`src/pmem_params.svh`:
```
`ifndef PMEM_PARAMS_SVH
`define PMEM_PARAMS_SVH

// sizing of the program memory and its AXI4 port

// byte address width on AW and AR
`define PMEM_ADDR_W 32

// data bus width, one word per beat
`define PMEM_DATA_W 32

// AXI transaction id width, echoed on B and R
`define PMEM_ID_W 4

// number of words in the array
// addresses at or above depth*4 decode to DECERR
`define PMEM_DEPTH 1024

`endif

```
`src/axi_pkg.sv`:
```
`default_nettype none

`include "pmem_params.svh"

package axi_pkg;

    // AxBURST encodings
    typedef enum logic [1:0] {
        FIXED = 2'b00,
        INCR  = 2'b01,
        WRAP  = 2'b10
    } axi_burst_e;

    // BRESP / RRESP encodings
    typedef enum logic [1:0] {
        OKAY   = 2'b00,
        EXOKAY = 2'b01,
        SLVERR = 2'b10,
        DECERR = 2'b11
    } axi_resp_e;

    // write address channel
    typedef struct packed {
        logic [`PMEM_ADDR_W-1:0] addr;
        logic [`PMEM_ID_W-1:0]   id;
        logic [7:0]              len;
        logic [2:0]              size;
        axi_burst_e              burst;
    } axi_aw_t;

    // write data channel
    typedef struct packed {
        logic [`PMEM_DATA_W-1:0]   data;
        logic [`PMEM_DATA_W/8-1:0] strb;
        logic                      last;
    } axi_w_t;

    // write response channel
    typedef struct packed {
        logic [`PMEM_ID_W-1:0] id;
        axi_resp_e             resp;
    } axi_b_t;

    // read address channel, same layout as AW
    typedef struct packed {
        logic [`PMEM_ADDR_W-1:0] addr;
        logic [`PMEM_ID_W-1:0]   id;
        logic [7:0]              len;
        logic [2:0]              size;
        axi_burst_e              burst;
    } axi_ar_t;

    // read data channel
    typedef struct packed {
        logic [`PMEM_DATA_W-1:0] data;
        logic [`PMEM_ID_W-1:0]   id;
        axi_resp_e               resp;
        logic                    last;
    } axi_r_t;

endpackage

`default_nettype wire

```
`src/pmem_pkg.sv`:
```
`default_nettype none

`include "pmem_params.svh"

package pmem_pkg;

    // word index width into the array
    localparam int PMEM_INDEX_W = $clog2(`PMEM_DEPTH);

    // slave controller states
    // one command in flight, reads loop READ -> RRESP per beat
    typedef enum logic [2:0] {
        IDLE  = 3'd0,
        READ  = 3'd1,
        RRESP = 3'd2,
        WRITE = 3'd3,
        BRESP = 3'd4
    } pmem_state_e;

    // request from the controller to the word array
    typedef struct packed {
        logic                      en;
        logic                      we;
        logic [PMEM_INDEX_W-1:0]   index;
        logic [`PMEM_DATA_W-1:0]   wdata;
        logic [`PMEM_DATA_W/8-1:0] strb;
    } pmem_req_t;

endpackage

`default_nettype wire

```
`src/pmem_axi_slave.sv`:
```
`timescale 1ns/1ps
`default_nettype none

`include "pmem_params.svh"

module pmem_axi_slave (
    input  wire logic                    clock,
    input  wire logic                    reset,

    input  wire axi_pkg::axi_aw_t        aw_i,
    input  wire logic                    aw_valid_i,
    output logic                         aw_ready_o,

    input  wire axi_pkg::axi_w_t         w_i,
    input  wire logic                    w_valid_i,
    output logic                         w_ready_o,

    output axi_pkg::axi_b_t              b_o,
    output logic                         b_valid_o,
    input  wire logic                    b_ready_i,

    input  wire axi_pkg::axi_ar_t        ar_i,
    input  wire logic                    ar_valid_i,
    output logic                         ar_ready_o,

    output axi_pkg::axi_r_t              r_o,
    output logic                         r_valid_o,
    input  wire logic                    r_ready_i,

    output pmem_pkg::pmem_req_t          req_o,
    input  wire logic [`PMEM_DATA_W-1:0] mem_rdata_i
);

    import axi_pkg::*;
    import pmem_pkg::*;

    // first byte address past the array
    localparam logic [`PMEM_ADDR_W-1:0] ADDR_LIMIT = `PMEM_ADDR_W'(`PMEM_DEPTH * 4);
    // the only AxSIZE supported is the full bus width
    localparam logic [2:0] FULL_SIZE = 3'($clog2(`PMEM_DATA_W / 8));

    pmem_state_e state;
    pmem_state_e state_next;

    // captured command
    logic [`PMEM_ADDR_W-1:0]   cmd_addr;
    logic [`PMEM_ID_W-1:0]     cmd_id;
    logic [7:0]                beats_left;
    logic [`PMEM_DATA_W-1:0]   wr_data;
    logic [`PMEM_DATA_W/8-1:0] wr_strb;

    // range decision for the current beat
    logic addr_ok;
    logic beat_ok;

    logic wr_accept;
    logic rd_accept;

    // write needs both AW and W, and beats a pending read
    assign wr_accept = (state == IDLE) && aw_valid_i && w_valid_i;
    assign rd_accept = (state == IDLE) && ar_valid_i && !wr_accept;

    assign addr_ok = (cmd_addr < ADDR_LIMIT);

    // channel handshakes
    assign aw_ready_o = (state == IDLE);
    assign w_ready_o  = (state == IDLE);
    assign ar_ready_o = (state == IDLE);
    assign b_valid_o  = (state == BRESP);
    assign r_valid_o  = (state == RRESP);

    // responses held steady while the master stalls
    assign b_o.id   = cmd_id;
    assign b_o.resp = beat_ok ? OKAY : DECERR;

    assign r_o.data = beat_ok ? mem_rdata_i : '0;
    assign r_o.id   = cmd_id;
    assign r_o.resp = beat_ok ? OKAY : DECERR;
    assign r_o.last = (beats_left == 8'd0);

    // array request suppressed for out of range beats
    always_comb begin
        req_o.en    = ((state == READ) || (state == WRITE)) && addr_ok;
        req_o.we    = (state == WRITE);
        req_o.index = cmd_addr[PMEM_INDEX_W+1:2];
        req_o.wdata = wr_data;
        req_o.strb  = wr_strb;
    end

    always_ff @(posedge clock) begin
        if (reset) begin
            state <= IDLE;
        end else begin
            state <= state_next;
        end
    end

    always_comb begin
        state_next = state;
        case (state)
            IDLE: begin
                if (wr_accept) begin
                    state_next = WRITE;
                end else if (rd_accept) begin
                    state_next = READ;
                end
            end
            READ: begin
                state_next = RRESP;
            end
            RRESP: begin
                if (r_ready_i) begin
                    state_next = (beats_left == 8'd0) ? IDLE : READ;
                end
            end
            WRITE: begin
                state_next = BRESP;
            end
            BRESP: begin
                if (b_ready_i) begin
                    state_next = IDLE;
                end
            end
            default: begin
                state_next = IDLE;
            end
        endcase
    end

    // capture the command then step through the burst
    // FIXED bursts walk the address like INCR
    always_ff @(posedge clock) begin
        if (wr_accept) begin
            cmd_addr <= aw_i.addr;
            cmd_id   <= aw_i.id;
            wr_data  <= w_i.data;
            wr_strb  <= w_i.strb;
        end else if (rd_accept) begin
            cmd_addr   <= ar_i.addr;
            cmd_id     <= ar_i.id;
            beats_left <= ar_i.len;
        end else if ((state == RRESP) && r_ready_i && (beats_left != 8'd0)) begin
            cmd_addr   <= cmd_addr + `PMEM_ADDR_W'(4);
            beats_left <= beats_left - 8'd1;
        end
    end

    // range is sampled once per beat on the request cycle
    always_ff @(posedge clock) begin
        if ((state == READ) || (state == WRITE)) begin
            beat_ok <= addr_ok;
        end
    end

    // single beat writes only
    a_write_single: assert property (
        @(posedge clock) disable iff (reset)
        wr_accept |-> (aw_i.len == 8'd0) && w_i.last
    ) else $error("write burst or missing wlast on accept");

    // full width, non wrapping commands only
    a_write_shape: assert property (
        @(posedge clock) disable iff (reset)
        wr_accept |-> (aw_i.size == FULL_SIZE) && (aw_i.burst != WRAP)
    ) else $error("unsupported AW size or burst type");

    a_read_shape: assert property (
        @(posedge clock) disable iff (reset)
        rd_accept |-> (ar_i.size == FULL_SIZE) && (ar_i.burst != WRAP)
    ) else $error("unsupported AR size or burst type");

    // R and its payload hold until the master takes the beat
    a_r_hold: assert property (
        @(posedge clock) disable iff (reset)
        (r_valid_o && !r_ready_i) |=> r_valid_o && $stable(r_o)
    ) else $error("r_valid or r payload changed without r_ready");

endmodule

`default_nettype wire

```
`config.mk`:
```
export PLATFORM = sky130hd
export DESIGN_NAME = pmem_axi_slave
export DESIGN_NICKNAME = d
export VERILOG_FILES = /design/src/axi_pkg.sv /design/src/pmem_pkg.sv /design/src/pmem_axi_slave.sv
export VERILOG_INCLUDE_DIRS = /design/src
export SDC_FILE = /design/constraint.sdc
export NUM_CORES = 1
export LEC_CHECK = 0
export ABC_AREA = 0
export BUFFER_PORTS_ARGS = -buffer_cell sky130_fd_sc_hd__buf_2
export CAP_MARGIN = 10
export CORE_UTILIZATION = 39
export DETAILED_ROUTE_END_ITERATION = 8
export PLACE_DENSITY = 0.84
export SKIP_CTS_REPAIR_TIMING = 1
export SLEW_MARGIN = 20
export SYNTH_ARGS = -nofsm -noshare
export SYNTH_HDL_FRONTEND = slang
export SYNTH_SLANG_ARGS = --single-unit
```
`constraint.sdc`:
```
create_clock -name clock -period 2.6 [get_ports clock]
set_input_delay 0.52 -clock clock [delete_from_list [all_inputs] [get_ports clock]]
set_output_delay 0.52 -clock clock [all_outputs]
set_load 0.01 [all_outputs]
```
==> Word-level counts from Yosys, hierarchy flattened <==
Index checks and enable logic that the tools add are counted.
{ "word_totals": {"output_inout_bits": 98, "regBits": 84, "inputBits": 174} }
{ "classes": {"muxes": 15, "n_eq_ne": 7, "n_addsub": 2, "magnitude_cmp": 1, "bitwise": 1, "reduce_logical": 17} }
{ "ops": {"columns": ["operator", "count"], "rows": [
  ["32-bit two-way mux", 4],
  ["32-bit by 3-bit adder with 32-bit output (second input constant)", 1],
  ["32-bit by 13-bit less-than comparator with 1-bit output (second input constant)", 1],
  ["8-bit two-way mux", 2],
  ["3-bit case mux with 5 select lines", 1],
  ["3-bit two-way mux", 4],
  ["8-bit zero test", 1],
  ["4-bit two-way mux", 2],
  ["8-bit nonzero test", 1],
  ["8-bit by 1-bit subtractor with 8-bit output (second input constant)", 1],
  ["1-bit logical AND", 7],
  ["3-bit by 2-bit == test with 1-bit output (second input constant)", 2],
  ["2-bit by 1-bit inequality test with 1-bit output (second input constant)", 2],
  ["2-bit nonzero test", 2],
  ["3-bit by 1-bit == test with 1-bit output (second input constant)", 1],
  ["3-bit == test (second input constant)", 1],
  ["3-bit zero test", 1],
  ["3-bit by 1-bit inequality test with 1-bit output (second input constant)", 1],
  ["3-bit AND reduction", 1],
  ["3-bit nonzero test", 1],
  ["2-bit two-way mux", 1],
  ["2-bit AND reduction", 1],
  ["1-bit zero test", 1],
  ["1-bit logical OR", 1],
  ["2 further kinds", 2]
]} }

==> Depth between registers and ports, before layout <==
Gate-level depths: netlist (run 1).
{ "logic_depth": {"ltp_word": 8, "ltp_mapped": 8, "ltp_nobuf": 8} }

==> Least setup slack after synthesis (run 1) <==
No wires, ideal clock.
{ "synth_path": {"path_kind": "in2reg", "from": "in aw_valid_i", "to": "reg cmd_addr[10] (enable)", "setup_time_ps": 465, "slack_ps": 69, "t_arrival_ps": 2066, "cell_stages": 7, "path_cell_list": "and2_1 -> clkbuf_1 -> nand2_1 -> inv_2 -> nor2_2 -> buf_2 -> nand2_1"} }
{ "synth_via": {"elab_chain_len": 5} }
{ "synth_rtl": {"columns": ["item", "line_no", "source"], "rows": [
  ["from (decl)", "pmem_axi_slave.sv:11", "input wire logic aw_valid_i,"],
  ["1-bit logical AND (*) (2 in series)", "pmem_axi_slave.sv:60", "assign wr_accept = (state == IDLE) && aw_valid_i && w_valid_i;"],
  ["1-bit zero test", "pmem_axi_slave.sv:61", "assign rd_accept = (state == IDLE) && ar_valid_i && !wr_accept;"],
  ["1-bit logical AND", "pmem_axi_slave.sv:61", null],
  ["3-bit nonzero test (no line) (*)", null, null],
  ["to (signal assigned)", "pmem_axi_slave.sv:134", "cmd_addr <= aw_i.addr;"],
  ["to (signal assigned)", "pmem_axi_slave.sv:139", "cmd_addr <= ar_i.addr;"],
  ["to (signal assigned)", "pmem_axi_slave.sv:143", "cmd_addr <= cmd_addr + `PMEM_ADDR_W'(4);"],
  ["to (decl)", "pmem_axi_slave.sv:46", "logic [`PMEM_ADDR_W-1:0] cmd_addr;"]
]} }
Every way passes the cells marked *; elsewhere a longest branch is shown, timed or not.
A chain may end at the register's enable or synchronous reset.

==> flow_summary.toml, run 1 <==
[yosys]
synth_cells = 392
synth_top_cell_by_area = "edfxtp_1"
ys_warn_count = 0
ys_ff_latch = 82
yosysSeqAreaShare = 0.5570
synth.most_common_cell = "edfxtp_1"
synth-async-reset-ratio = 0
synth_area_leaders = "edfxtp_1, and2_1, xnor2_1, a22oi_1, buf_4"
yosysTopAreaCellShare = 0.5433
ys.flop_type = "edfxtp_1"
synth.avg_cell_area_um2 = 11.14
netlist_top_cells_count = "edfxtp_1, nand2_1, and2_1"
synth-edff-count = 79
synth_cell_type_count = 43
synth_area_um2 = 4367
synth_fp_nets = 569

[power]
swShare = 0.3073
power_switching_uw = 1112
p_int_uw = 2507
power_frac_comb = 0.238
report.power.total_uw = 3619
seq_power_share = 0.514
power_frac_clock = 0.248
p_leak_uw = 0.002507
ir_drop_v = 0.0003025
cellPowerDensity_nw_per_um2 = 617.8

[floorplanning]
initial_core_util = 0.4011
ios = 272
core_um2 = 10890
fp-row-count = 38
die_h_um = 107.8
fp.dieW_um = 107.8
dieArea_um2 = 11620

[setup_path]
cp.arrival_ps = 1840
crit_required_ps = 2080
cp-end-kind = "primary output"
cp-start-kind = "register"
cp-startpoint = "cmd_addr[28]$_DFFE_PP_"
critPathKind = "register to primary output"
reg2reg_from = "state[0]$_SDFFE_PP0P_"
worstRegToRegCells = 7
path_max_fanout = 4

[global_routing]
grt_use_total = 0.2246
grt_pass1_wl_um = 19450
met3_usage = 0.06114
antenna_found_initial = 1
grt_pass1_vias = 3776
grt_max_degree = 58
met1_usage = 0.2864
overflow = 0
grt_busiest_layer = "met2"
grt_use_met2 = 0.3668

[sta]
hold_viol = 0
finalClockSkew_ps = 6.940
tns_ps = 0
setup-violations-final = 0
post-route-period-util = 0.9066
fmax_mhz = 424.3
tightest_slew_ps = 729.6
min_period_ps = 2357
hold_slack_ps = 334.3
rsz0062_at_grt = "false"
finalMaxSlewViolations = 0
relSlewSlack = 0.5136

[cts]
clockBufferDepth = 2
cts_made_buffers = 9
cts_tree = "done"
insertion_delay_ps = 360
cts.htree.levels = 3
clkSinkCount = 82
clk_pin_slew_ps = 80
cts-root-buf = "clkbuf_8"

[route]
first_iter_violations = 264
drt-pass1-iter-count = 4
wl_um = 13080
vias = 3908
drc_errors = 0
postRouteAntennaNets = 0
post_drt_wl_per_cell_um = 16.90
via_per_inst = 5.049

[place]
place.detailed.hpwl_um = 10180
portBuffers = 248
placed_area_um2 = 5669
finalWeightedCongestion = 0.8476

[finish]
synthToLayoutAreaGrowth_pct = 34.15
post-route-cell-area_um2 = 5858
fin_nets = 805
layout-drive-gt1-share = 0.4629

[run]
cap_violations = 0

[worst_hold_path]
worstHoldStart = "w_i[14]"
hold_depth = 1
holdCritPathClass = "input pin to register"

[outcome]
outcome = "complete, no violations"
[power by group through the flow]
stage / sequential (µW) / combinational, µW / clock [µW]
after floorplan: 1860 / 541 / 0
after global placement: 1880 / 835 / 0
after detailed placement: 1890 / 863 / 0
after CTS: 1860 / 868 / 935
after global routing: 1890 / 951 / 970
final: 1860 / 862 / 898
[area by class of cell]
class	instances	area, µm²
tap	140	175.2
antenna	1	2.502
clock buffer	11	131.4
sequential	82	2432
multi-input combinational	264	1680
timing repair buffer	259	1336
inverter	12	45.04
clock inverter	5	55.05
fill	985	5030
[kinds of logic after synthesis]
logic type	share of synthesized area
XOR/XNOR	0.06218
buffers and inverters	0.05874
adder cells (fa/ha/maj)	0.008597
AO/OA/AOI/OAI	0.1123
flip-flops	0.5570
AND/OR/NAND/NOR	0.2011
[stage by stage]
stage	worst slack, ps	utilization	cells
after floorplan	69.25	-	392
after global placement	480.7	0.5207	757
after detailed placement	439.9	0.5207	757
after CTS	240.3	0.5378	773
after global routing	114.2	0.5380	774
final	242.9	0.5380	774
[worst max-delay path, cell delays in order (launching register included)]
cell and delay, ps:
edfxtp_1 450, nor4_1 400, nand2_1 80, nor2_1 240, and2_1 170, buf_2 140
[worst paths after layout]
kind,end,slack (ps)
worst max-delay path,req_o[47],240
worst min-delay path,wr_data[9]$_DFFE_PP_,330
worst max register to register,cmd_addr[13]$_DFFE_PP_,420
worst min register to register,state[1]$_SDFFE_PP0P_,500
[cells in the final DEF (no fill, tap or decap), types with 10 or more instances in the layout]
cell	netlist	final
buf_4	20	10
o21ai_0	28	28
a21oi_1	10	10
nand3_1	11	11
nand2_1	37	37
a22oi_1	21	21
xnor2_1	19	19
nor2_1	18	17
edfxtp_1	79	79
xor2_1	12	12
and2_1	35	35
buf_2	7	248
[flip-flops by register name, indices dropped and copies added (netlist names)]
| name | cells |
|---|---|
| cmd_addr | 30 |
| wr_data | 32 |
| wr_strb | 4 |
| state | 3 |
| beat_ok | 1 |
| cmd_id | 4 |
| beats_left | 8 |
[metal layers]
metal	vias up	share of wire
met2	141	0.50
met5	-	0
met4	0	0.016
met3	16	0.071
li1	1887	-
met1	1864	0.41
(Power assumes the default switching activity.)
==> run 2: changes to the inputs <==
--- a/config.mk
+++ b/config.mk
@@ -9,9 +9,9 @@
 export ABC_AREA = 0
 export BUFFER_PORTS_ARGS = -buffer_cell sky130_fd_sc_hd__buf_2
 export CAP_MARGIN = 10
-export CORE_UTILIZATION = 39
+export CORE_UTILIZATION = 30
 export DETAILED_ROUTE_END_ITERATION = 8
-export PLACE_DENSITY = 0.84
+export PLACE_DENSITY = 0.69
 export SKIP_CTS_REPAIR_TIMING = 1
 export SLEW_MARGIN = 20
 export SYNTH_ARGS = -nofsm -noshare
==> flow_summary.toml, run 2 (synthesis results as in run 1) <==
[outcome]
outcome = "complete, no violations"

[cts]
cts_tree = "done"
insertion_delay_ps = 350
cts-root-buf = "clkbuf_16"
clk_pin_slew_ps = 70
cts_made_buffers = 9
clockBufferDepth = 2
clkSinkCount = 82
cts.htree.levels = 3

[sta]
setup-violations-final = 0
relSlewSlack = 0.5478
fmax_mhz = 448.4
hold_viol = 0
rsz0062_at_grt = "false"
tns_ps = 0
min_period_ps = 2230
finalClockSkew_ps = 12.20
tightest_slew_ps = 678.3
finalMaxSlewViolations = 0
post-route-period-util = 0.8578

[place]
portBuffers = 248
place.detailed.hpwl_um = 9711
finalWeightedCongestion = 0.8405

[route]
drc_errors = 0
wl_um = 12170
first_iter_violations = 216
vias = 3822
postRouteAntennaNets = 0
drt-pass1-iter-count = 4
via_per_inst = 4.690
post_drt_wl_per_cell_um = 14.93

[finish]
layout-drive-gt1-share = 0.4693
layout_commonest_cell = "buf_2"
fin_nets = 807
largest_reg_flops = 32
synthToLayoutAreaGrowth_pct = 37.68
max_flop_register = "wr_data"
layout_common_cells = "buf_2, edfxtp_1, nand2_1"
diodes = 0
reg.largest.list = "wr_data x32, cmd_addr x30, beats_left x8"

[global_routing]
grt_pass1_wl_um = 18130
grt_pass1_vias = 3611
grt_max_degree = 47
antenna_found_initial = 1
overflow = 0
grt_use_total = 0.1626

[setup_path]
crit_chain = "ha_1 -> nand4_1 -> or3_4 -> nor4_4 -> xnor2_1 -> a22oi_2"
cp-end-kind = "register"
cp-start-kind = "register"
cp.arrival_ps = 2320
path_max_fanout = 6
critPathKind = "register to register"
crit_buf_inv = 0
cp_slowest_cell = "edfxtp_1"
path_delay_family = "simple AND/OR/NAND/NOR gates"
cpPeakStageDelay_ps = 450
crit_required_ps = 2690

[floorplanning]
fp.dieW_um = 122.6
dieArea_um2 = 15040
core_um2 = 14040
ios = 272
initial_core_util = 0.3110
die_h_um = 122.6
fp-row-count = 43

[power]
p_int_uw = 2724
swShare = 0.3010
cellPowerDensity_nw_per_um2 = 648.3
report.power.total_uw = 3898
p_leak_uw = 0.002563
seq_power_share = 0.477
power_frac_comb = 0.215
power_switching_uw = 1173
ir_drop_v = 0.0003063
power_frac_clock = 0.308

[run]
cap_violations = 0

[worst_hold_path]
holdCritPathClass = "input pin to register"
run 2: worst register-to-register path, stage by stage (launching register included):
cell      delay (ps)
edfxtp_1         450
ha_1             250
nand4_1          260
or3_4            450
nor4_4           280
xnor2_1          180
a22oi_2          110
run 2: power groups by stage:
stage | sequential, µW | combinational (µW) | clock [µW]
after floorplan | 1860 | 541 | 0
after global placement | 1880 | 840 | 0
after detailed placement | 1880 | 852 | 0
after CTS | 1860 | 855 | 1240
after global routing | 1890 | 949 | 1290
final | 1860 | 839 | 1200
run 2: path summary, 6_finish.rpt:
| kind | startpoint | endpoint | slack (ps) | cells after the start |
|---|---|---|---|---|
| max | cmd_addr[2]$_DFFE_PP_ | cmd_addr[26]$_DFFE_PP_ | 370 | 6 |
| min | w_i[10] | wr_data[5]$_DFFE_PP_ | 340 | 1 |
| max reg2reg | cmd_addr[2]$_DFFE_PP_ | cmd_addr[26]$_DFFE_PP_ | 370 | 6 |
| min reg2reg | state[2]$_SDFFE_PP0P_ | state[1]$_SDFFE_PP0P_ | 490 | 1 |
run 2: area by class of cell:
cell class	count	area (µm²)
Clock buffer	9	225.2
Clock inverter	7	52.55
Fill cell	1375	8030
Tap cell	180	225.2
Timing Repair Buffer	261	1351
Multi-Input combinational cell	264	1680
Inverter	12	45.04
Sequential cell	82	2432
run 2: layer usage:
layer | part of all wire | global-route usage
met3 | 0.066 | 0.03020
met5 | 0 | 0
met1 | 0.40 | 0.1946
met2 | 0.52 | 0.2841
met4 | 0.017 | 0.06860
run 2: per-stage QoR:
step,hold WS (ps),cell area [µm²],std cells,utilization,setup slack (ps)
after floorplan,448.5,4367,392,-,69.25
after detailed placement,477.2,5734,799,0.4084,334.1
final,337.5,6012,815,0.4281,369.8
after global placement,480.1,5734,799,0.4084,369.6
after CTS,326.3,6012,815,0.4281,353.9
after global routing,325.7,6012,815,0.4281,216.3
